$ cat src/hdl/cpri_rx_pkg.sv
/*
 * CPRI uplink receive buffer definitions
 * Word and buffer geometry, header field layout, uplink filter
 * constants and the header filter state encoding
 */
`default_nettype none

package cpri_rx_pkg;

    // ------------------------------------------------------------
    // Link word and buffer geometry
    // ------------------------------------------------------------
    localparam int WORD_W     = 64;
    localparam int SYMB_WORDS = 192;
    localparam int CHIP_WORDS = 96;
    localparam int BUF_SYMBS  = 4;
    localparam int BUF_WORDS  = BUF_SYMBS * SYMB_WORDS;

    typedef logic [WORD_W-1:0] cpri_word_t;
    typedef logic [9:0]        buf_addr_t;
    typedef logic [6:0]        chip_addr_t;
    typedef logic [7:0]        symb_pos_t;
    typedef logic [2:0]        level_t;
    typedef logic [31:0]       agc_t;

    // ------------------------------------------------------------
    // Header fields
    // ------------------------------------------------------------
    typedef logic [3:0] pkg_type_t;
    typedef logic [7:0] prb_t;
    typedef logic [6:0] slot_t;
    typedef logic [3:0] symb_t;

    localparam int HDR_PKG_LSB  = 36;
    localparam int HDR_PRB0_LSB = 28;
    localparam int HDR_PRB1_LSB = 20;
    localparam int HDR_SLOT_LSB = 12;
    localparam int HDR_SYMB_LSB = 8;

    // Uplink filter and start condition
    localparam pkg_type_t PUSCH_PKG_TYPE = 4'd8;
    localparam int        UL_SLOT_PERIOD = 5;
    localparam int        UL_SLOT_PHASE  = 4;
    localparam int        UL_SLOT_COUNT  = 80;
    localparam prb_t      SOP_PRB0       = 8'd0;
    localparam prb_t      SOP_PRB1       = 8'd4;

    // Word within a symbol whose upper half holds the AGC value
    localparam int AGC_WORD = 4;

    typedef enum logic [1:0] {
        ST_HDR,
        ST_KEEP,
        ST_SKIP
    } filt_state_t;

endpackage

`default_nettype wire

$ cat src/hdl/cpri_buf_level.sv
/*
 * Buffer fill level
 * Counts complete symbols not yet read and derives the full and
 * data-available levels
 */
`timescale 1ns/100ps
`default_nettype none

module cpri_buf_level import cpri_rx_pkg::*; (
    input  wire logic i_clk,
    input  wire logic cpri_reset,
    input  wire logic i_wr_symb_done,
    input  wire logic i_rd_symb_done,
    output logic      o_buf_full,
    output logic      o_rd_vld
);

    level_t symb_cnt;
    level_t symb_cnt_nxt;

    always_comb begin
        case ({i_wr_symb_done, i_rd_symb_done})
            2'b10:   symb_cnt_nxt = symb_cnt + 1'b1;
            2'b01:   symb_cnt_nxt = symb_cnt - 1'b1;
            default: symb_cnt_nxt = symb_cnt;
        endcase
    end

    always_ff @(posedge i_clk) begin
        if (cpri_reset) begin
            symb_cnt <= '0;
        end else begin
            symb_cnt <= symb_cnt_nxt;
        end
    end

    // Full looks at the next count so a header right behind a
    // completing symbol already sees it
    assign o_buf_full = (symb_cnt_nxt == level_t'(BUF_SYMBS));
    assign o_rd_vld   = (symb_cnt != '0);

endmodule

`default_nettype wire

$ cat config.mk
export PLATFORM = sky130hd
export DESIGN_NAME = cpri_buf_level
export DESIGN_NICKNAME = d
export VERILOG_FILES = /design/src/hdl/cpri_rx_pkg.sv /design/src/hdl/cpri_buf_level.sv
export SDC_FILE = /design/constraint.sdc
export NUM_CORES = 1
export LEC_CHECK = 0
export BUFFER_PORTS_ARGS = -buffer_cell sky130_fd_sc_hd__buf_2
export CORE_AREA = 8 8 45 47
export CTS_CLUSTER_DIAMETER = 30
export DETAILED_ROUTE_END_ITERATION = 8
export DIE_AREA = 0 0 53 55
export GPL_TIMING_DRIVEN = 0
export MAX_ROUTING_LAYER = met4
export PLACE_DENSITY_LB_ADDON = 0.12
export SETUP_SLACK_MARGIN = 0.15
export SYNTH_ARGS = -nofsm -noshare
export SYNTH_HDL_FRONTEND = slang
export SYNTH_SLANG_ARGS = --single-unit
$ cat constraint.sdc
create_clock -name i_clk -period 4.14 [get_ports i_clk]
set_clock_uncertainty 0.05 [all_clocks]
set_input_delay 0.828 -clock i_clk [delete_from_list [all_inputs] [get_ports i_clk]]
set_output_delay 0.828 -clock i_clk [all_outputs]
set_load 0.005 [all_outputs]
* Word-level counts from Yosys, hierarchy flattened
Index checks and enable logic that the tools add are counted.
W data, S select, Z words.
** Storage, ports and cells
- Bits of input ports :: 4
- Register bits :: 3
- Output and inout port bits :: 2
- Word-level logic and storage cells :: 8
** Cells by class
- Muxes and demuxes :: 1
- Eq/ne operators :: 3
- Reductions and logical operators :: 1
- $add $sub $neg :: 2
** Operator list (count)
- $pmux W3 S2 :: 1
- $add A3 B1 Y3 const B :: 1
- $eq A3 B3 Y1 const B :: 1
- $reduce_bool A3 Y1 :: 1
- $sub A3 B1 Y3 const B :: 1
- $eq A2 B1 Y1 const B :: 1
- $eq A2 B2 Y1 const B :: 1

* Longest topological paths before layout
- Depth in word-level cells :: 3
- Gate-level depth with buffers :: 6

* Worst setup path before layout
OpenSTA, ideal clock, no wires.
- Kind :: input -> output
- Start :: input port i_wr_symb_done
- End :: output port o_buf_full
- Slack :: 1301 ps
- Cell stages on the path :: 6
- Arrival :: 1961 ps
- Required time :: 3262 ps
- Cell sequence :: inv_1 > ha_1 > fa_1 > xnor2_1 > xnor2_1 > a32o_1
** Between the ends
- Cells in the longest elaborated chain, start to end :: 3
** Ends and longest elaborated chain
- from (decl) :: RTL line cpri_buf_level.sv:12 : input wire logic i_wr_symb_done,
- $eq A2 B1 Y1 / $eq A2 B2 Y1 (equally long branches) :: RTL line cpri_buf_level.sv:22 : case ({i_wr_symb_done, i_rd_symb_done})
- $pmux W3 S2 * :: RTL line cpri_buf_level.sv:22
- $eq A3 B3 Y1 * :: RTL line cpri_buf_level.sv:39 : assign o_buf_full = (symb_cnt_nxt == level_t'(BUF_SYMBS));
- to (decl) :: RTL line cpri_buf_level.sv:14 : output logic o_buf_full,
Mark *: on every way between the ends. The rest lies on a longest branch, timed or not.

* Worst setup path after layout
Ends and elaborated chain as after synthesis.

==> impl_metrics.tcl <==
set metrics [dict create \
    synthSimpleGateAreaFrac 0.170 \
    synth.top_cell.area_share 0.327 \
    first_iter_violations 2 \
    multi_input_area_um2 120 \
    cts_buffer_depth 2 \
    clock.fmax_mhz 324 \
    numCtsBuffers 3 \
    detailed_place_hpwl_um 298 \
    arrival_ns 2.21 \
    fin_tns_setup_ns 0 \
    final_area_um2 255 \
    required_ns 3.26 \
    peakVddDrop_mv 0.117 \
    fin_crit_sh 0.746 \
    final-seq-area_um2 60.1 \
    largest_register_ff_count 3 \
    vias 156 \
    ys_seq_area_frac 0.327 \
    setup-violations-final 0 \
    drt.antenna.violating_nets 0 \
    grt_antenna_before_repair 0 \
    cts-htree-levels 1 \
    wl_per_cell_um 8.66 \
    dpl_cell_area_um2 229 \
    worstPathMaxFanout 3 \
    die_h_um 55 \
    top_register "symb_cnt" \
    r2r_cells 4 \
    fin_nets 35 \
    drv_slew 0 \
    dr.pass1.iters 2 \
    synth_top_family_by_area "adder cells" \
    clock-root-buffer "clkbuf_4" \
    syn_inst 19 \
    drt-vias-per-instance 3.55 \
    cts_tree "built" \
    gp_congestion 0.672 \
    die_area_um2 2920 \
    synth_compound_area_frac 0.109 \
    worst_setup_path_end_kind "output pin" \
    clk_latency_ns 0.23 \
    static-leakage-power_nw 0.114 \
    holdPathStages 2 \
    core_um2 1380 \
    drt_wl_total_um 381 \
    start_kind "input port" \
    final_cell_mix "buf_2 (5), nor2_1 (3), clkbuf_4 (3), dfxtp_1 (3)" \
    grt_overflow 0 \
    final_common_cell "buf_2" \
    ios 6 \
    grt_max_degree 7 \
    fin_crit_ns 3.09 \
    area_growth_pct 38.8 \
    synth.distinct_cells 13 \
    synth_area_leader_cell "dfxtp_1" \
    diodes 0 \
    synthMuxAreaShare 0.0544 \
    placementRows 14 \
    drc 0 \
    synthAdderAreaFrac 0.177 \
    ys_warn_count 0 \
    grtUsageTotal 0.0360 \
    holdBufCountCts 0 \
    cts_resized 0 \
    drv_cap 0 \
    synth_nets 25 \
    ys_seq_elements 3 \
    top_regs "symb_cnt (3)" \
    synth-xor-area-share 0.143 \
    ys_top_cells_by_area "dfxtp_1 (33%), fa_1 (11%), xnor2_1 (9.5%)" \
    rsz0062_at_grt "no" \
    syn_avg_cell_area_um2 9.68 \
    slew_headroom 0.831 \
    power.density_nw_per_um2 476 \
    clk_pin_slew_ns 0.04 \
    die_w_um 53 \
    start_util 0.133 \
    layout-drive-gt1-share 0.286 \
    status "finished, final reports clean" \
    syn_area_um2 184 \
    hold_viol 0 \
    postCtsSetupBuffers 0 \
    grt_pass1_wl_um 662 \
    fill_cells 159 \
    grt_pass1_vias 178 \
    hp-class "register to register" \
    path_class "input port to output pin" \
    portBuffers 5 \
    cts.sinks 3 \
    worst_slew_pin_slew_ns 0.251 \
]
==> final timing paths <==
check	start	slack, ns	to
min	symb_cnt[2]$_SDFF_PP0_	0.48	symb_cnt[2]$_SDFF_PP0_
min reg2reg	symb_cnt[2]$_SDFF_PP0_	0.48	symb_cnt[2]$_SDFF_PP0_
max	i_wr_symb_done	1.05	o_buf_full
max reg2reg	symb_cnt[0]$_SDFF_PP0_	2.61	symb_cnt[2]$_SDFF_PP0_
==> cells in the mapped netlist <==
master,n
a32o_1,1
a21oi_1,1
xnor2_1,2
nor3b_1,1
xor2_1,1
o21ai_0,1
mux2i_1,1
nor2_1,3
inv_1,1
or3_1,2
dfxtp_1,3
fa_1,1
ha_1,1
==> power breakdown <==
| part | total, W | switching (W) | internal (W) | leakage, nW |
|---|---|---|---|---|
| Sequential | 0.0000393 | 0.00000568 | 0.0000336 | 0.0248 |
| Clock | 0.0000507 | 0.0000147 | 0.0000361 | 0.0150 |
| Combinational | 0.0000315 | 0.0000142 | 0.0000173 | 0.0744 |
| Total | 0.000122 | 0.0000345 | 0.0000871 | 0.114 |
==> area by class of cell <==
type,count,area share
multi-input cells,15,0.471
flip-flops and latches,3,0.235
clock buffers,4,0.103
repair buffers,5,0.0980
well taps,16,0.0784
inverters,1,0.0147
==> critical path, stage by stage <==
cell and delay [ns]:
buf_2 0.07, inv_1 0.03, ha_1 0.22, fa_1 0.38
xnor2_1 0.25, xnor2_1 0.10, a32o_1 0.21, buf_2 0.12
==> metrics by stage <==
step                worst slack, ns  utilization  hold WS [ns]  cells  total power, W
global route                  0.965        0.184         0.526     44        0.000133
detailed placement             1.04        0.165         0.473     40       0.0000718
finish                         1.05        0.184         0.477     44        0.000122
global placement               1.02        0.165         0.471     40       0.0000724
floorplan                      1.30            -         0.436     19       0.0000619
CTS                            1.03        0.184         0.480     44        0.000126
==> layer usage <==
layer / vias up / GRT usage / part of all wire
met1: 69 / 0.0289 / 0.48
li1: 83 / - / -
met2: 4 / 0.0449 / 0.43
met5: - / - / 0
met3: 0 / 0.0187 / 0.092
met4: 0 / 0.0647 / 0
==> cell families (layout without fill, tap and decap cells) <==
group | after synthesis | after routing
and+or+nand+nor | 6 | 6
AOI/OAI and AO/OA | 3 | 3
xor gates and xnor gates | 3 | 3
DFF | 3 | 3
adders and majority gates | 2 | 2
muxes | 1 | 1
buffers and inverters | 1 | 10
(Power assumes the default switching activity.)
