$ cat config.mk
export PLATFORM = sky130hd
export DESIGN_NAME = cpri_symb_reader
export DESIGN_NICKNAME = d
export VERILOG_FILES = /design/src/hdl/cpri_rx_pkg.sv /design/src/hdl/cpri_symb_reader.sv
export SDC_FILE = /design/constraint.sdc
export NUM_CORES = 1
export LEC_CHECK = 0
export BUFFER_PORTS_ARGS = -buffer_cell sky130_fd_sc_hd__buf_2
export CORE_AREA = 2 2 101 103
export CTS_CLUSTER_SIZE = 28
export DETAILED_ROUTE_END_ITERATION = 16
export DIE_AREA = 0 0 103 105
export GPL_TIMING_DRIVEN = 0
export HOLD_SLACK_MARGIN = 0.03
export PLACE_DENSITY = 0.72
export SLEW_MARGIN = 20
export SYNTH_ARGS = -nofsm -noshare
export SYNTH_HDL_FRONTEND = slang
export SYNTH_SLANG_ARGS = --single-unit
export TNS_END_PERCENT = 100
$ cat constraint.sdc
create_clock -name i_clk -period 2.17 [get_ports i_clk]
set_clock_uncertainty 0.05 [all_clocks]
set_input_delay 0.434 -clock i_clk [delete_from_list [all_inputs] [get_ports i_clk]]
set_output_delay 0.434 -clock i_clk [all_outputs]
set_load 0.02 [all_outputs]
$ cat src/hdl/cpri_rx_pkg.sv
/*
 * CPRI uplink receive buffer definitions
 * Word and buffer geometry, header field layout, uplink filter
 * constants and the header filter state encoding
 */
`default_nettype none

package cpri_rx_pkg;

    // ------------------------------------------------------------
    // Link word and buffer geometry
    // ------------------------------------------------------------
    localparam int WORD_W     = 64;
    localparam int SYMB_WORDS = 192;
    localparam int CHIP_WORDS = 96;
    localparam int BUF_SYMBS  = 4;
    localparam int BUF_WORDS  = BUF_SYMBS * SYMB_WORDS;

    typedef logic [WORD_W-1:0] cpri_word_t;
    typedef logic [9:0]        buf_addr_t;
    typedef logic [6:0]        chip_addr_t;
    typedef logic [7:0]        symb_pos_t;
    typedef logic [2:0]        level_t;
    typedef logic [31:0]       agc_t;

    // ------------------------------------------------------------
    // Header fields
    // ------------------------------------------------------------
    typedef logic [3:0] pkg_type_t;
    typedef logic [7:0] prb_t;
    typedef logic [6:0] slot_t;
    typedef logic [3:0] symb_t;

    localparam int HDR_PKG_LSB  = 36;
    localparam int HDR_PRB0_LSB = 28;
    localparam int HDR_PRB1_LSB = 20;
    localparam int HDR_SLOT_LSB = 12;
    localparam int HDR_SYMB_LSB = 8;

    // Uplink filter and start condition
    localparam pkg_type_t PUSCH_PKG_TYPE = 4'd8;
    localparam int        UL_SLOT_PERIOD = 5;
    localparam int        UL_SLOT_PHASE  = 4;
    localparam int        UL_SLOT_COUNT  = 80;
    localparam prb_t      SOP_PRB0       = 8'd0;
    localparam prb_t      SOP_PRB1       = 8'd4;

    // Word within a symbol whose upper half holds the AGC value
    localparam int AGC_WORD = 4;

    typedef enum logic [1:0] {
        ST_HDR,
        ST_KEEP,
        ST_SKIP
    } filt_state_t;

endpackage

`default_nettype wire

$ cat src/hdl/cpri_symb_reader.sv
/*
 * Symbol ring read side
 * Drains stored symbols word by word as numbered chips, marks chip
 * and symbol ends and captures the AGC word of each symbol
 */
`timescale 1ns/100ps
`default_nettype none

module cpri_symb_reader import cpri_rx_pkg::*; (
    input  wire logic       i_clk,
    input  wire logic       cpri_reset,
    input  wire logic       i_rd_en,
    input  wire logic       i_rready,
    input  wire logic       i_rd_vld,
    input  wire cpri_word_t i_rd_data,
    output buf_addr_t       o_rd_addr,
    output logic            o_rd_symb_done,
    output logic            o_tvalid,
    output cpri_word_t      o_tx_data,
    output chip_addr_t      o_tx_addr,
    output logic            o_tx_last,
    output logic            o_symb_eop,
    output agc_t            o_fft_agc
);

    logic       rd_req;
    symb_pos_t  rd_pos;
    chip_addr_t chip_pos;
    logic       pos_last;
    logic       chip_last;

    // Flags travelling beside the RAM read
    logic       s1_vld;
    chip_addr_t s1_chip;
    logic       s1_last;
    logic       s1_eop;
    logic       s1_agc;

    assign rd_req         = i_rd_en && i_rready && i_rd_vld;
    assign pos_last       = (rd_pos == symb_pos_t'(SYMB_WORDS - 1));
    assign chip_last      = (chip_pos == chip_addr_t'(CHIP_WORDS - 1));
    assign o_rd_symb_done = rd_req && pos_last;

    // ------------------------------------------------------------
    // Address generation
    // ------------------------------------------------------------
    always_ff @(posedge i_clk) begin
        if (cpri_reset) begin
            o_rd_addr <= '0;
            rd_pos    <= '0;
            chip_pos  <= '0;
        end else if (rd_req) begin
            if (o_rd_addr == buf_addr_t'(BUF_WORDS - 1)) begin
                o_rd_addr <= '0;
            end else begin
                o_rd_addr <= o_rd_addr + 1'b1;
            end
            rd_pos   <= pos_last ? '0 : rd_pos + 1'b1;
            chip_pos <= chip_last ? '0 : chip_pos + 1'b1;
        end
    end

    // RAM read stage
    always_ff @(posedge i_clk) begin
        if (cpri_reset) begin
            s1_vld <= 1'b0;
        end else begin
            s1_vld <= rd_req;
        end
        s1_chip <= chip_pos;
        s1_last <= chip_last;
        s1_eop  <= pos_last;
        s1_agc  <= (rd_pos == symb_pos_t'(AGC_WORD));
    end

    // ------------------------------------------------------------
    // Output register
    // ------------------------------------------------------------
    always_ff @(posedge i_clk) begin
        if (cpri_reset) begin
            o_tvalid   <= 1'b0;
            o_tx_last  <= 1'b0;
            o_symb_eop <= 1'b0;
            o_fft_agc  <= '0;
        end else begin
            o_tvalid   <= s1_vld;
            o_tx_last  <= s1_vld && s1_last;
            o_symb_eop <= s1_vld && s1_eop;
            if (s1_vld && s1_agc) begin
                o_fft_agc <= i_rd_data[WORD_W-1 -: $bits(agc_t)];
            end
        end
        o_tx_data <= i_rd_data;
        o_tx_addr <= s1_chip;
    end

endmodule

`default_nettype wire

Yosys cells after proc, flatten, opt, wreduce, memory -nomap -nowiden --
Index checks and enable logic that the tools add are counted.
Cells by class: add/sub/neg operators 3, reduce and logical (&&, ||, !) cells 6, muxes and demuxes 3, equal/unequal tests 4
Operator list (number):
- $add 10x1->10 const B | 1
- $eq 10x10->1 const B | 1
- $mux 10 | 1
- $add 8x1->8 const B | 1
- $eq 8x3->1 const B | 1
- $eq 8x8->1 const B | 1
- $mux 8 | 1
- $add 7x1->7 const B | 1
- $eq 7x7->1 const B | 1
- $mux 7 | 1
- $logic_and 1x1->1 | 6
Word-level totals: register bits 142, output and inout bits 117, logic and storage cells 30

Longest topological paths before layout --
word-level depth 3, depth in mapped cells 6, mapped depth without buffers 5

Least setup slack after synthesis --
No wires, ideal clock.
path kind register -> register, start point register o_rd_addr[0], end point register o_rd_addr[3], required time 2.001 ns, cell stages (with the launch flop) 6, buffers on the path 0, path slack 0.445 ns, arrival 1.556 ns, period minus slack after synthesis 1.725 ns, cell sequence dfxtp_1 > ha_1 > nand2_1 > or4_4 > o21bai_4 > nor2_1
On the way: word-level cells in the longest chain between the ends 2
RTL lines:
- from (decl) | line cpri_symb_reader.sv:16 | output buf_addr_t o_rd_addr,
- from (signal assigned) | line cpri_symb_reader.sv:56 | o_rd_addr <= o_rd_addr + 1'b1;
- $add 10x1->10 or $eq 10x10->1 (tied branches) | line cpri_symb_reader.sv:56, cpri_symb_reader.sv:53
- $mux 10 (*) | line cpri_symb_reader.sv:53 | if (o_rd_addr == buf_addr_t'(BUF_WORDS - 1)) begin
Mark *: on every way between the ends. The rest lies on a longest branch, timed or not. A chain may end at the register's enable or synchronous reset.

Worst setup path after layout --
start point register rd_pos[5], end point output o_rd_symb_done
On the way: word-level cells in the longest chain between the ends 2
RTL lines:
- from (decl) | line cpri_symb_reader.sv:27 | symb_pos_t rd_pos;
- from (signal assigned) | line cpri_symb_reader.sv:58 | rd_pos <= pos_last ? '0 : rd_pos + 1'b1;
- $eq 8x8->1 | line cpri_symb_reader.sv:40 | assign pos_last = (rd_pos == symb_pos_t'(SYMB_WORDS - 1));
- $logic_and 1x1->1 | line cpri_symb_reader.sv:42 | assign o_rd_symb_done = rd_req && pos_last;
- to (decl) | line cpri_symb_reader.sv:17 | output logic o_rd_symb_done,
No other way between the ends.

==> results by group <==
Clock tree
  – TritonCTS clock tree: done
  – Clk sinks: 142
  – Clock-pin slew on the worst setup and hold paths: 60 ps
  – H-tree Lvls: 4
  – Clock root buffer: clkbuf_8
  – # Post-CTS Setup Buffers: 0
  – Clock Path Buffers: 2
  – CTS buffer count: 17
  – Clock latency on the worst-skew pair: 510 ps

Logic synthesis
  – Flop and latch count out of synthesis: 142
  – Ys Warns: 0
  – Post-synthesis instance total: 376
  – Net count after synthesis: 449
  – Mapped Area: 0.00401 sq mm
  – Synth cell types: 29
  – Avg Cell Area, Syn: 10.7 sq um
  – Seq/Total Area, Yosys: 70.9%

Cells and area
  – Final net count: 717
  – Fillers: 747
  – Most frequent cells in the layout: buf_2, dfxtp_1, nand2_1
  – Register Area: 0.00285 sq mm
  – Most common cell after layout, fill and taps aside: buf_2
  – Layout cell share with drive strength beyond 1: 34.6%
  – Multi-input logic area: 0.00110 sq mm
  – N_diodes: 0
  – Layout Area Growth over Synthesis: 57.4%

Timing
  – Final Max Tran Viols: 0
  – Final Hold Viols: 0
  – Slew of the pin with the lowest slew margin: 523 ps
  – Max_slew headroom: 65.1%
  – Max Clk Rate: 493 MHz
  – Period utilisation layout: 93.5%
  – Tmin final: 2030 ps
  – RSZ-0062 raised after global routing: false
  – Final setup violation count: 0
  – Setup Total Neg Slack: 0 ps

Critical path
  – Worst EP arrival: 1540 ps
  – CP Launch Type: flip-flop
  – Crit-path max FO: 3
  – Worst setup EP type: output pin
  – Critical path class: flip-flop to output pin
  – WP data required: 1690 ps

Power and ir drop
  – Sw frac: 22.5%
  – Logic pwr share: 6.4%
  – Internal power: 4.43 mW
  – NetSw: 1.29 mW
  – Pwr/cell area: 906 mW/mm^2
  – Clock Power Share: 46.4%
  – Leak: 2.81 nW
  – Worst VDD drop: 0.431 mV
  – Flop pwr share: 47.2%
  – Power, Total: 5.72 mW

GRT
  – Initial antenna violation count: 0
  – Grt met3 use: 7.22%
  – Met1 usage: 20.5%
  – Number of global-route vias before repair: 3558
  – Met2 Usage GRT: 38.2%
  – Gr busiest metal: met2
  – Grt ovf: 0
  – First-pass GRT wire length: 17.3 mm
  – Largest net degree at the start of global routing: 17
  – GRT Util Overall: 21.0%

Hold path
  – Path category of the worst min-delay check: input pin to flip-flop

Routing
  – Pre-antenna DRT Iters: 4
  – Vias/cell: 4.60
  – Drc violations: 0
  – 1st-iter DRT viols: 129
  – Vias: 3629
  – Final WL: 11.3 mm
  – Routed Antenna Nets: 0
  – Avg WL per Cell: 14.3 um

Die
  – Die Width: 103 um
  – Die height: 105 um
  – Initial core utilization: 41.6%
  – Core region area: 0.00964 sq mm
  – Row Count: 36
  – Die area: 0.0108 sq mm
  – Io pins: 186

Placed design
  – IO buf count: 185
  – Routability Congestion: 0.795
  – Dpl hpwl: 7.08 mm

Run
  – Max cap viols: 0

Outcome
  – Status: complete, no violations
-- power by group through the flow --
stage	combinational, mW	sequential, mW	clock, mW
after floorplan	0.0332	2.84	0
after global placement	0.265	2.75	0
after detailed placement	0.267	2.75	0
after CTS	0.358	2.70	2.70
after global routing	0.392	2.71	2.82
final	0.366	2.70	2.65
-- flip-flops by register name, indices dropped and copies added (netlist names) --
name	count
s1_vld	1
rd_pos	8
chip_pos	7
s1_chip	7
o_rd_addr	10
o_symb_eop	1
s1_agc	1
o_tvalid	1
o_tx_addr	7
o_fft_agc	32
o_tx_data	64
s1_eop	1
o_tx_last	1
s1_last	1
-- final cells by class --
cell class,instances,share of cell area (%)
Tap cell,133,2.64
Multi-Input combinational cell,214,17.4
Inverter,4,0.238
Clock inverter,12,1.80
Sequential cell,142,45.1
Clock buffer,19,6.99
Buffer,16,0.991
Timing Repair Buffer,249,24.8
-- routing by layer --
metal  part of all wire (%)  up-vias
li1                       -     1749
met1                     37     1703
met2                     54      150
met3                    6.6       27
met4                    3.0        0
met5                      0        -
-- synthesized netlist by cell type (all sizes together) --
cell | n | share of area (%)
a21o | 1 | 0.19
and3 | 3 | 0.47
buf | 3 | 0.34
o21bai | 1 | 0.47
nand4 | 3 | 0.62
nand3 | 9 | 1.1
clkbuf | 13 | 1.2
ha | 4 | 1.2
inv | 4 | 0.37
a21oi | 38 | 4.7
nand2b | 1 | 0.16
nand4b | 1 | 0.22
mux2i | 2 | 0.50
o21ai | 1 | 0.12
nand3b | 1 | 0.19
xor2 | 6 | 1.3
nor4 | 3 | 0.47
nor4b | 1 | 0.22
or4 | 1 | 0.28
dfxtp | 142 | 71
and2 | 3 | 0.47
nor2b | 2 | 0.31
xnor2 | 11 | 2.4
nand2 | 85 | 8.0
a31o | 1 | 0.22
nor2 | 31 | 2.9
nor3 | 5 | 0.62
-- worst max-delay path, cell delays in order, from the launching register on --
cell and delay (ps):
dfxtp_1 380, nand3_2 120, nor2_2 150, nand2_1 90
nor2_1 140, buf_4 160
-- timing repair --
item / CTS / global route
hold endpoints to repair: 64 / 0
gates resized for setup: 1 / 5
setup endpoints to repair: 1 / 1
hold buffers: 64 / 0
-- metrics by stage --
step	std cells	utilization, %	area [sq um]	hold WS, ps	setup WS [ps]
5_1_grt	789	65.5	6310	135	6.01
4_1_cts	789	65.4	6300	123	33.7
2_1_floorplan	376	-	4010	260	445
3_5_place_dp	694	52.9	5100	262	330
6_report	789	65.5	6310	139	142
3_3_place_gp	694	52.9	5100	264	335
-- worst paths after layout --
check / depth (start not counted) / startpoint / slack, ps / endpoint
setup / recovery: 5 / rd_pos[5]$_SDFFE_PP0P_ / 140 / o_rd_symb_done
hold / removal: 2 / cpri_reset / 140 / o_tvalid$_SDFF_PP0_
hold reg to reg: 0 / s1_chip[5]$_DFF_P_ / 280 / o_tx_addr[5]$_DFF_P_
setup reg to reg: 5 / o_rd_addr[0]$_SDFFE_PP0P_ / 430 / o_rd_addr[5]$_SDFFE_PP0P_
-- cells by family after synthesis --
logic type	synth area share, %
simple gates	16.0
flops	70.9
compound gates	5.74
buf+inv	1.93
xor+xnor	3.71
fa+ha+maj	1.25
mux	0.499
Power figures use the tool's default switching activity.
