[src/hdl/cpri_rx_pkg.sv]
/*
 * CPRI uplink receive buffer definitions
 * Word and buffer geometry, header field layout, uplink filter
 * constants and the header filter state encoding
 */
`default_nettype none

package cpri_rx_pkg;

    // ------------------------------------------------------------
    // Link word and buffer geometry
    // ------------------------------------------------------------
    localparam int WORD_W     = 64;
    localparam int SYMB_WORDS = 192;
    localparam int CHIP_WORDS = 96;
    localparam int BUF_SYMBS  = 4;
    localparam int BUF_WORDS  = BUF_SYMBS * SYMB_WORDS;

    typedef logic [WORD_W-1:0] cpri_word_t;
    typedef logic [9:0]        buf_addr_t;
    typedef logic [6:0]        chip_addr_t;
    typedef logic [7:0]        symb_pos_t;
    typedef logic [2:0]        level_t;
    typedef logic [31:0]       agc_t;

    // ------------------------------------------------------------
    // Header fields
    // ------------------------------------------------------------
    typedef logic [3:0] pkg_type_t;
    typedef logic [7:0] prb_t;
    typedef logic [6:0] slot_t;
    typedef logic [3:0] symb_t;

    localparam int HDR_PKG_LSB  = 36;
    localparam int HDR_PRB0_LSB = 28;
    localparam int HDR_PRB1_LSB = 20;
    localparam int HDR_SLOT_LSB = 12;
    localparam int HDR_SYMB_LSB = 8;

    // Uplink filter and start condition
    localparam pkg_type_t PUSCH_PKG_TYPE = 4'd8;
    localparam int        UL_SLOT_PERIOD = 5;
    localparam int        UL_SLOT_PHASE  = 4;
    localparam int        UL_SLOT_COUNT  = 80;
    localparam prb_t      SOP_PRB0       = 8'd0;
    localparam prb_t      SOP_PRB1       = 8'd4;

    // Word within a symbol whose upper half holds the AGC value
    localparam int AGC_WORD = 4;

    typedef enum logic [1:0] {
        ST_HDR,
        ST_KEEP,
        ST_SKIP
    } filt_state_t;

endpackage

`default_nettype wire

[src/hdl/cpri_hdr_filter.sv]
/*
 * CPRI uplink header filter
 * Parses each symbol header, keeps uplink data symbols in uplink
 * slots once the stream start has been seen, and forwards kept
 * payload words to the buffer write port
 */
`timescale 1ns/100ps
`default_nettype none

module cpri_hdr_filter import cpri_rx_pkg::*; (
    input  wire logic       i_clk,
    input  wire logic       cpri_reset,
    input  wire logic       i_enable,
    input  wire logic       i_rvalid,
    input  wire cpri_word_t i_rx_data,
    input  wire logic       i_buf_full,
    output logic            o_rx_sop,
    output logic            o_wr_en,
    output cpri_word_t      o_wr_data
);

    filt_state_t state;
    symb_pos_t   word_cnt;
    pkg_type_t   hdr_pkg;
    prb_t        hdr_prb0;
    prb_t        hdr_prb1;
    slot_t       hdr_slot;
    symb_t       hdr_symb;
    logic        hdr_vld;
    logic        slot_ok;
    logic        start_ok;
    logic        hdr_ok;
    logic        keep;

    // ------------------------------------------------------------
    // Header decode
    // ------------------------------------------------------------
    assign hdr_pkg  = i_rx_data[HDR_PKG_LSB +: $bits(pkg_type_t)];
    assign hdr_prb0 = i_rx_data[HDR_PRB0_LSB +: $bits(prb_t)];
    assign hdr_prb1 = i_rx_data[HDR_PRB1_LSB +: $bits(prb_t)];
    assign hdr_slot = i_rx_data[HDR_SLOT_LSB +: $bits(slot_t)];
    assign hdr_symb = i_rx_data[HDR_SYMB_LSB +: $bits(symb_t)];

    assign hdr_vld  = i_rvalid && (state == ST_HDR);

    // Uplink slots are 4, 9, 14 ... 79
    assign slot_ok  = (hdr_slot < UL_SLOT_COUNT) &&
                      ((hdr_slot % UL_SLOT_PERIOD) == UL_SLOT_PHASE);
    assign start_ok = (hdr_symb == '0) && (hdr_prb0 == SOP_PRB0) &&
                      (hdr_prb1 == SOP_PRB1);
    assign hdr_ok   = (hdr_pkg == PUSCH_PKG_TYPE) && slot_ok && i_enable && !i_buf_full;
    // Nothing is kept until the start symbol has been seen
    assign keep     = hdr_ok && (o_rx_sop || start_ok);

    // ------------------------------------------------------------
    // Symbol framing
    // ------------------------------------------------------------
    always_ff @(posedge i_clk) begin
        if (cpri_reset) begin
            state    <= ST_HDR;
            word_cnt <= '0;
        end else if (i_rvalid) begin
            case (state)
                ST_HDR: begin
                    state    <= keep ? ST_KEEP : ST_SKIP;
                    word_cnt <= '0;
                end
                default: begin
                    if (word_cnt == symb_pos_t'(SYMB_WORDS - 1)) begin
                        state <= ST_HDR;
                    end
                    word_cnt <= word_cnt + 1'b1;
                end
            endcase
        end
    end

    // Start of stream, dropped as soon as the link is disabled
    always_ff @(posedge i_clk) begin
        if (cpri_reset) begin
            o_rx_sop <= 1'b0;
        end else if (!i_enable) begin
            o_rx_sop <= 1'b0;
        end else if (hdr_vld && hdr_ok && start_ok) begin
            o_rx_sop <= 1'b1;
        end
    end

    // Payload write strobe, one cycle behind the link
    always_ff @(posedge i_clk) begin
        if (cpri_reset) begin
            o_wr_en <= 1'b0;
        end else begin
            o_wr_en <= i_rvalid && (state == ST_KEEP);
        end
    end

    always_ff @(posedge i_clk) begin
        o_wr_data <= i_rx_data;
    end

endmodule

`default_nettype wire

[config.mk]
export PLATFORM = sky130hd
export DESIGN_NAME = cpri_hdr_filter
export DESIGN_NICKNAME = d
export VERILOG_FILES = /design/src/hdl/cpri_rx_pkg.sv /design/src/hdl/cpri_hdr_filter.sv
export SDC_FILE = /design/constraint.sdc
export NUM_CORES = 1
export LEC_CHECK = 0
export CORE_MARGIN = 2
export CORE_UTILIZATION = 54
export DETAILED_ROUTE_END_ITERATION = 10
export DONT_BUFFER_PORTS = 1
export PLACE_DENSITY = 0.75
export RECOVER_POWER = 50
export SLEW_MARGIN = 20
export SYNTH_ARGS = -nofsm -noshare
export SYNTH_HDL_FRONTEND = slang
export SYNTH_SLANG_ARGS = --single-unit
export TNS_END_PERCENT = 100
[constraint.sdc]
create_clock -name i_clk -period 7.2 [get_ports i_clk]
set_input_delay 0 -clock i_clk [delete_from_list [all_inputs] [get_ports i_clk]]
set_output_delay 0 -clock i_clk [all_outputs]
set_load 0.05 [all_outputs]
* Word-level counts from Yosys, hierarchy flattened
Index checks and enable logic that the tools add are counted.
** Word-level totals
- Bits in registers :: 76
- Input bits :: 69
- Output and inout port bits :: 66
- Logic and storage cells :: 37
** Operators by class
- Add/subtract/negate cells :: 1
- Divide/modulo/power cells :: 1
- $lt $le $gt $ge :: 1
- Equality and inequality tests :: 5
- Mux-type cells :: 4
- Bitwise operators :: 1
- Reductions and logical operators :: 19
** Operators by type and width (number)
- $eq A32 B3 Y1 const B :: 1
- $mod A7 B3 Y32 const B :: 1
- $logic_and A1 B1 Y1 :: 11
- $add A8 B1 Y8 const B :: 1
- $eq A8 B3 Y1 const B :: 1
- $eq A8 B8 Y1 const B :: 1
- $logic_not A8 Y1 :: 1
- $mux W8 :: 1
- $lt A7 B7 Y1 const B :: 1
- $mux W2 :: 3
- $eq A4 B4 Y1 const B :: 1
- $logic_not A4 Y1 :: 1
- $eq A2 B1 Y1 const B :: 1
- $logic_not A2 Y1 :: 1
- $reduce_and A2 Y1 :: 1
- $reduce_bool A2 Y1 :: 1
- $reduce_or A2 Y1 :: 1
- $logic_not A1 Y1 :: 1
- $logic_or A1 B1 Y1 :: 1
- $not A1 Y1 :: 1

* Depth between registers and ports, before layout
Gate-level depths: netlist (run 1).
- Word-level depth :: 9
- Mapped depth :: 25
- Gate-level depth less buffers :: 22

* Worst setup path before layout (run 1)
Ideal clock, no wire load.
- Path kind :: input port to flip-flop
- From :: in i_rx_data[16]
- To :: reg state[1]
- Setup time :: 0.120 ns
- Arrival :: 4.339 ns
- Required time :: 7.080 ns
- Setup slack :: 2.741 ns
- Stages on the path :: 25
- Buffers on the path :: 3
- Cells stage by stage :: buf_4 > nor2_1 > inv_1 > ha_1 > nand2b_1 > buf_6 > nand3_1 > and2_1 > clkbuf_1 > nor3_1 > xnor2_1 > ha_1 > a41oi_1 > nor3_1 > nor3_2 > xnor2_1 > inv_1 > ha_1 > inv_1 > or4_1 > o2111ai_1 > a211oi_1 > o2111ai_1 > mux2_2 > o31a_1
** On the way
- Longest elaborated chain between the ends :: 9
- Elaborated cells on any way between the ends :: 10
- Classes of those cells :: div (1); order compare (1); eq/ne (1); mux (2); reduce/logical (5)
** RTL lines
- start: declaration :: line cpri_hdr_filter.sv:15 : input wire cpri_word_t i_rx_data,
- $mod A7 B3 Y32 :: line cpri_hdr_filter.sv:48 : ((hdr_slot % UL_SLOT_PERIOD) == UL_SLOT_PHASE);
- $eq A32 B3 Y1 :: line cpri_hdr_filter.sv:48
- $logic_and A1 B1 Y1 (*) :: line cpri_hdr_filter.sv:47 : assign slot_ok = (hdr_slot < UL_SLOT_COUNT) &&
- $logic_and A1 B1 Y1 (*) (3 in series) :: line cpri_hdr_filter.sv:51 : assign hdr_ok = (hdr_pkg == PUSCH_PKG_TYPE) && slot_ok && i_enable && !i_buf_full;
- $logic_and A1 B1 Y1 (*) :: line cpri_hdr_filter.sv:53 : assign keep = hdr_ok && (o_rx_sop || start_ok);
- $mux W2 (*) :: line cpri_hdr_filter.sv:65 : state <= keep ? ST_KEEP : ST_SKIP;
- $mux W2 (*) :: line cpri_hdr_filter.sv:63 : case (state)
- end signal: assignment :: line cpri_hdr_filter.sv:65
- end: declaration :: line cpri_hdr_filter.sv:22 : filt_state_t state;
Every way passes the cells marked *; elsewhere a longest branch is shown, timed or not.
A chain may end at the register's enable or synchronous reset.

* Worst setup path after layout (run 1)
Ends and elaborated chain as after synthesis.

==> results.sh, run 1 <==
export IMPL_slew_viol_final=0
export IMPL_peakVddDrop_mv=0.176
export IMPL_hold_path_class="in2reg"
export IMPL_async_flop_share_pct=0
export IMPL_fin_tns_setup_ns=0
export IMPL_row_count=28
export IMPL_numCtsBuffers=9
export IMPL_clock_sinks=76
export IMPL_ios=135
export IMPL_nNetsFinal=476
export IMPL_grt_pass1_wl_um=18500
export IMPL_grtUsageTotal_pct=39.3
export IMPL_grt_ovfl_total=0
export IMPL_outcome="finished, final reports clean"
export IMPL_critPathArrivalTime_ns=5.21
export IMPL_ys_seq_area_share_pct=47.6
export IMPL_period_share_pct=68.8
export IMPL_timing_final_crit_period_ns=4.95
export IMPL_whs_endpoint="o_rx_sop"
export IMPL_design_area_mm2=0.00413
export IMPL_firstDrtPassIters=5
export IMPL_cellLeakagePower_nw=1.58
export IMPL_hold_viol_final=0
export IMPL_setup_worst_path_start_class="input pin"
export IMPL_whs_path_depth=5
export IMPL_n_fill_cell=347
export IMPL_root_buffer="clkbuf_8"
export IMPL_max_slew_margin_pct=30.5
export IMPL_postCtsSetupRepairBufs=0
export IMPL_final_util_pct=71.1
export IMPL_ys_warn_count=0
export IMPL_pwr_density_cell_mw_per_mm2=268
export IMPL_netlist_area_leader_share_pct=47.6
export IMPL_worstPathMaxFanout=25
export IMPL_routed_via_density=6.79
export IMPL_synth_most_common_cell="dfxtp_1"
export IMPL_worst_pin_slew_ns=1.04
export IMPL_synthFlopType="dfxtp_1"
export IMPL_reg2reg_from="word_cnt[0]"
export IMPL_rsz0062_at_grt="no"
export IMPL_synth_top_cells_by_area="dfxtp_1 (48%), nor2_1 (3.2%), nand2_1 (2.9%)"
export IMPL_placed_area_mm2=0.00322
export IMPL_num_vias=3273
export IMPL_wl_per_cell_um=25.9
export IMPL_antenna_found_initial=1
export IMPL_worstSetupPathType="in2reg"
export IMPL_drv_cap=0
export IMPL_finalNonFillerCells=482
export IMPL_start_util_pct=55.0
export IMPL_cts_resized=0
export IMPL_drt_iter0_markers=430
export IMPL_syn_avg_cell_area_um2=9.52
export IMPL_portBuffers=0
export IMPL_totalWireLength_um=12500
export IMPL_setup_viol=0
export IMPL_synth_top_area_cell="dfxtp_1"
export IMPL_syn_to_final_growth_pct=29.2
export IMPL_die_area_mm2=0.00656
export IMPL_grt_start_max_net_pins=27
export IMPL_synth_seq_cells=76
export IMPL_syn_cell_area_mm2=0.00320
export IMPL_cts_tree="yes"
export IMPL_synth_distinct_cells=68
export IMPL_placed_cells=397
export IMPL_endpoint_kind="flop"
export IMPL_r2r_slack_ns=5.22
export IMPL_drc=0
export IMPL_fp_dieW_um=81.0
export IMPL_synth_nets=411
export IMPL_synth_top_cells_by_count="dfxtp_1 (76), nor2_1 (27), nand2_1 (25)"
export IMPL_die_h_um=81.0
export IMPL_clockBufferDepth=2
export IMPL_grt_pass1_vias=3110
export IMPL_clkLatencyLatePin_ns=0.36
export IMPL_min_from="i_rx_data[32]"
export IMPL_worstPathRequired_ns=7.45
export IMPL_reg2reg_depth=4
export IMPL_syn_inst=336
export IMPL_synth_edf_count=0
export IMPL_antenna_left=0
export IMPL_skew_ns=0.00728
export IMPL_cts_htree_levels=3
export IMPL_drive_above_1_share_pct=7.14
export IMPL_clkTransAtPathRegs_ns=0.09
export IMPL_holdWs_ns=0.0471
export IMPL_dp_hpwl_um=6550
export IMPL_core_area_mm2=0.00582
export IMPL_r2r_end="word_cnt[1]"
export IMPL_fmax_mhz=202
export IMPL_place_congestion=0.929
per-layer routing:
metal,GRT usage (%),vias up,wire length (um)
li1,-,1373,-
met1,44.3,1492,4400
met2,58.8,314,5510
met3,16.3,94,1610
met4,29.3,0,963
met5,4.17,-,0
per-stage QoR:
stage	setup slack (ns)	total power [mW]
floorplan	2.74	0.645
global placement	2.55	0.664
detailed placement	2.28	0.667
CTS	2.63	1.06
global route	1.94	1.13
finish	2.25	1.11
power by group:
part / switching [mW] / internal, mW / total (mW)
sequential: 0.0801 / 0.440 / 0.520
clock: 0.185 / 0.208 / 0.393
combinational: 0.111 / 0.0830 / 0.194
total: 0.377 / 0.731 / 1.11
cells by family (layout without fill, tap and decap cells):
family,after synthesis,in the layout,synth area share [%]
and+or+nand+nor,116,116,19.8
AOI/OAI and AO/OA,92,92,20.8
DFF,76,76,47.6
buffers and inverters,27,97,3.99
xor gates and xnor gates,12,12,3.29
adders and majority gates,7,7,2.66
muxes,6,6,1.96
other,0,1,0
state kept, by name, indices dropped and copies added, names as in the netlist:
name       flops
o_wr_data     64
state          2
word_cnt       8
o_rx_sop       1
o_wr_en        1
worst max-delay path, stage by stage:
cell,delay (ns)
nor2_1,0.19
inv_1,0.08
ha_1,0.40
nand2b_1,0.33
nand3_1,0.14
and2_1,0.24
nor3_1,0.35
xnor2_1,0.27
ha_1,0.34
a41oi_1,0.16
nor3_1,0.47
nor3_2,0.21
xnor2_1,0.24
inv_1,0.11
ha_1,0.21
inv_1,0.09
or4_1,0.13
o2111ai_1,0.15
a211oi_1,0.29
o2111ai_1,0.16
mux2_2,0.33
o31a_1,0.31
final cells by class:
class | count | area [um^2] | area share, %
multi-input combinational | 233 | 1550 | 37.5
sequential | 76 | 1520 | 36.8
timing repair buffer | 69 | 688 | 16.7
clock buffer | 10 | 138 | 3.33
clock inverter | 6 | 93.8 | 2.27
tap | 75 | 93.8 | 2.27
inverter | 12 | 45.0 | 1.09
antenna | 1 | 2.50 | 0.0606
cell usage in the layout (no fill, tap or decap), types with 10 or more instances in the layout:
cell type and n:
dfxtp_1 76, dlygate4sd3_1 68, nor2_1 27, nand2_1 25, o21ai_0 17, a21oi_1 13, inv_1 10, clkbuf_8 10
worst max-delay path by stage:
| stage | start | end | slack (ns) |
|---|---|---|---|
| global route | i_rx_data[16] | state[1] | 1.94 |
| finish | i_rx_data[16] | state[1] | 2.25 |
| detailed placement | i_rx_data[16] | state[1] | 2.28 |
| CTS | i_rx_data[16] | state[1] | 2.63 |
| global placement | i_rx_data[16] | state[1] | 2.55 |
| floorplan | i_rx_data[16] | state[1] | 2.74 |
timing repair:
action,CTS,global route
hold endpoints to repair,76,0
setup endpoints to repair,0,0
hold buffers,68,0
(Power assumes the default switching activity.)
==> run 2, diff against run 1 <==
--- a/config.mk
+++ b/config.mk
@@ -5,6 +5,7 @@
 export SDC_FILE = /design/constraint.sdc
 export NUM_CORES = 1
 export LEC_CHECK = 0
+export ABC_AREA = 1
 export CORE_MARGIN = 2
 export CORE_UTILIZATION = 54
 export DETAILED_ROUTE_END_ITERATION = 10
==> constraint.sdc (replaced) <==
create_clock -name i_clk -period 5.2 [get_ports i_clk]
set_input_delay 0 -clock i_clk [delete_from_list [all_inputs] [get_ports i_clk]]
set_output_delay 0 -clock i_clk [all_outputs]
set_load 0.05 [all_outputs]
==> results.sh, run 2 <==
export IMPL_outcome="finished, final reports clean"
export IMPL_numCtsBuffers=9
export IMPL_firstDrtPassIters=5
export IMPL_rsz0062_at_grt="no"
export IMPL_synthFlopType="dfxtp_1"
export IMPL_place_congestion=0.848
export IMPL_cts_hold_buf=68
export IMPL_skew_ns=0.00717
export IMPL_crit_buf_inv=4
export IMPL_synth_distinct_cells=33
export IMPL_setup_viol=0
export IMPL_peakVddDrop_mv=0.258
export IMPL_syn_inst=371
export IMPL_antenna_left=0
export IMPL_ys_seq_area_share_pct=50.3
export IMPL_syn_to_final_growth_pct=31.9
export IMPL_crit_top_cell="nand2_1"
export IMPL_grt_pass1_wl_um=14900
export IMPL_root_buffer="clkbuf_8"
export IMPL_grt_pass1_vias=2839
export IMPL_reg2reg_from="word_cnt[1]"
export IMPL_r2r_slack_ns=3.70
export IMPL_clock_sinks=76
export IMPL_setup_worst_path_start_class="input pin"
export IMPL_synth_top_cells_by_count="nand2_1 (93), dfxtp_1 (76), inv_1 (37)"
export IMPL_synth_seq_cells=76
export IMPL_largest_reg_flops=64
export IMPL_multiInputGateArea_mm2=0.00131
export IMPL_synth_top_area_cell="dfxtp_1"
export IMPL_period_share_pct=76.2
export IMPL_synth_nets=446
export IMPL_fmax_mhz=252
export IMPL_grt_start_max_net_pins=18
export IMPL_clockBufferDepth=2
export IMPL_synth_top_cells_by_area="dfxtp_1 (50%), nand2_1 (12%), nand3_1 (5.5%)"
export IMPL_num_vias=2920
export IMPL_n_fill_cell=368
export IMPL_async_flop_share_pct=0
export IMPL_postCtsSetupRepairBufs=0
export IMPL_whs_path_depth=5
export IMPL_synth_most_common_cell="nand2_1"
export IMPL_hold_viol_final=0
export IMPL_crit_family="simple AND/OR/NAND/NOR gates"
export IMPL_grtUsageTotal_pct=31.6
export IMPL_final_util_pct=72.9
export IMPL_endpoint_kind="flop"
export IMPL_worstPathRequired_ns=5.48
export IMPL_mostFrequentLayoutCells="nand2_1 (93), dfxtp_1 (76), dlygate4sd3_1 (68)"
export IMPL_reg2reg_depth=6
export IMPL_diodes=0
export IMPL_portBuffers=0
export IMPL_netlist_area_leader_share_pct=50.3
export IMPL_dp_hpwl_um=5890
export IMPL_syn_avg_cell_area_um2=8.15
export IMPL_slowest_delay_ns=0.28
export IMPL_clkLatencyLatePin_ns=0.35
export IMPL_drv_cap=0
export IMPL_drt_iter0_markers=263
export IMPL_cellLeakagePower_nw=1.86
export IMPL_hold_path_class="in2reg"
export IMPL_synth_edf_count=0
export IMPL_cts_resized=0
export IMPL_wl_per_cell_um=18.9
export IMPL_die_h_um=78.8
export IMPL_nNetsFinal=522
export IMPL_slew_viol_final=0
export IMPL_worstSetupPathType="in2reg"
export IMPL_totalWireLength_um=9910
export IMPL_final_seq_area_mm2=0.00152
export IMPL_largest_register="o_wr_data"
export IMPL_whs_endpoint="state[0]"
export IMPL_final_common_cell="nand2_1"
export IMPL_start_util_pct=55.3
export IMPL_r2r_end="state[0]"
export IMPL_cts_tree="yes"
export IMPL_ys_warn_count=0
export IMPL_drive_above_1_share_pct=11.7
export IMPL_core_area_mm2=0.00547
export IMPL_worstPathMaxFanout=17
export IMPL_fp_dieW_um=78.8
export IMPL_fin_tns_setup_ns=0
export IMPL_ios=135
export IMPL_cp_slowest_cell="ha_1"
export IMPL_clkTransAtPathRegs_ns=0.09
export IMPL_antenna_found_initial=0
export IMPL_syn_cell_area_mm2=0.00302
export IMPL_grt_ovfl_total=0
export IMPL_cts_htree_levels=3
export IMPL_critPathArrivalTime_ns=4.24
export IMPL_min_from="i_rx_data[18]"
export IMPL_drc=0
export IMPL_routed_via_density=5.57
export IMPL_die_area_mm2=0.00621
export IMPL_timing_final_crit_period_ns=3.96
export IMPL_row_count=27
export IMPL_worst_pin_slew_ns=0.606
export IMPL_pwr_density_cell_mw_per_mm2=406
export IMPL_max_slew_margin_pct=59.6
export IMPL_top_regs="o_wr_data x64, word_cnt x8, state x2"
==> run 2: worst reg2reg max path: cells and delay by family, from the launching register on <==
kind / cells / cell delay, ns
AO/OA/AOI/OAI: 1 / 0.06
flip-flops: 1 / 0.37
adder cells (fa/ha/maj): 1 / 0.19
AND/OR/NAND/NOR: 4 / 0.76
==> run 2: metal layers <==
metal	share of wire, %	vias to the layer above	global-route usage (%)
met3	8.9	35	8.07
met5	0	-	0
li1	-	1353	-
met1	39	1336	37.3
met2	48	196	53.3
met4	4.4	0	15.7
==> run 2: per-stage QoR <==
step	power (mW)	area [um^2]	instances	hold slack, ns	setup slack, ns
floorplan	1.00	3020	371	0.0277	1.58
global placement	1.05	3080	440	0.0278	1.31
detailed placement	1.05	3080	440	0.0278	1.13
CTS	1.59	3990	524	0.00961	1.50
global route	1.70	3990	524	0.104	0.811
finish	1.62	3990	524	0.0771	1.24
==> run 2: cells by family (layout without fill, tap and decap cells) <==
logic type | Yosys count | in the layout | synth area share [%]
flip-flops | 76 | 76 | 50.3
AO/OA/AOI/OAI | 30 | 30 | 5.75
adder cells (fa/ha/maj) | 6 | 6 | 2.48
buffers and inverters | 46 | 127 | 6.33
XOR/XNOR | 2 | 2 | 0.579
AND/OR/NAND/NOR | 211 | 211 | 34.5
==> run 2: how the worst max path moves through the flow <==
stage | from | to | slack [ns] | depth (start not counted)
after global routing | i_rx_data[16] | o_rx_sop | 0.81 | 32
after floorplan | i_rx_data[17] | state[1] | 1.58 | 33
after CTS | i_rx_data[17] | o_rx_sop | 1.50 | 32
after detailed placement | i_rx_data[17] | state[1] | 1.13 | 31
after global placement | i_rx_data[17] | state[1] | 1.31 | 31
final | i_rx_data[16] | o_rx_sop | 1.24 | 32
==> run 2: cell type report <==
| cell class | count | share of cell area [%] |
|---|---|---|
| Clock buffer | 9 | 3.11 |
| Clock inverter | 7 | 2.48 |
| Inverter | 43 | 4.05 |
| Multi-Input combinational cell | 249 | 32.9 |
| Sequential cell | 76 | 38.2 |
| Tap cell | 72 | 2.26 |
| Timing Repair Buffer | 68 | 17.1 |
==> run 2: power by group <==
group | internal [mW] | switching (mW) | total, mW
combinational | 0.140 | 0.247 | 0.388
sequential | 0.609 | 0.110 | 0.720
clock | 0.273 | 0.240 | 0.513
total | 1.02 | 0.598 | 1.62
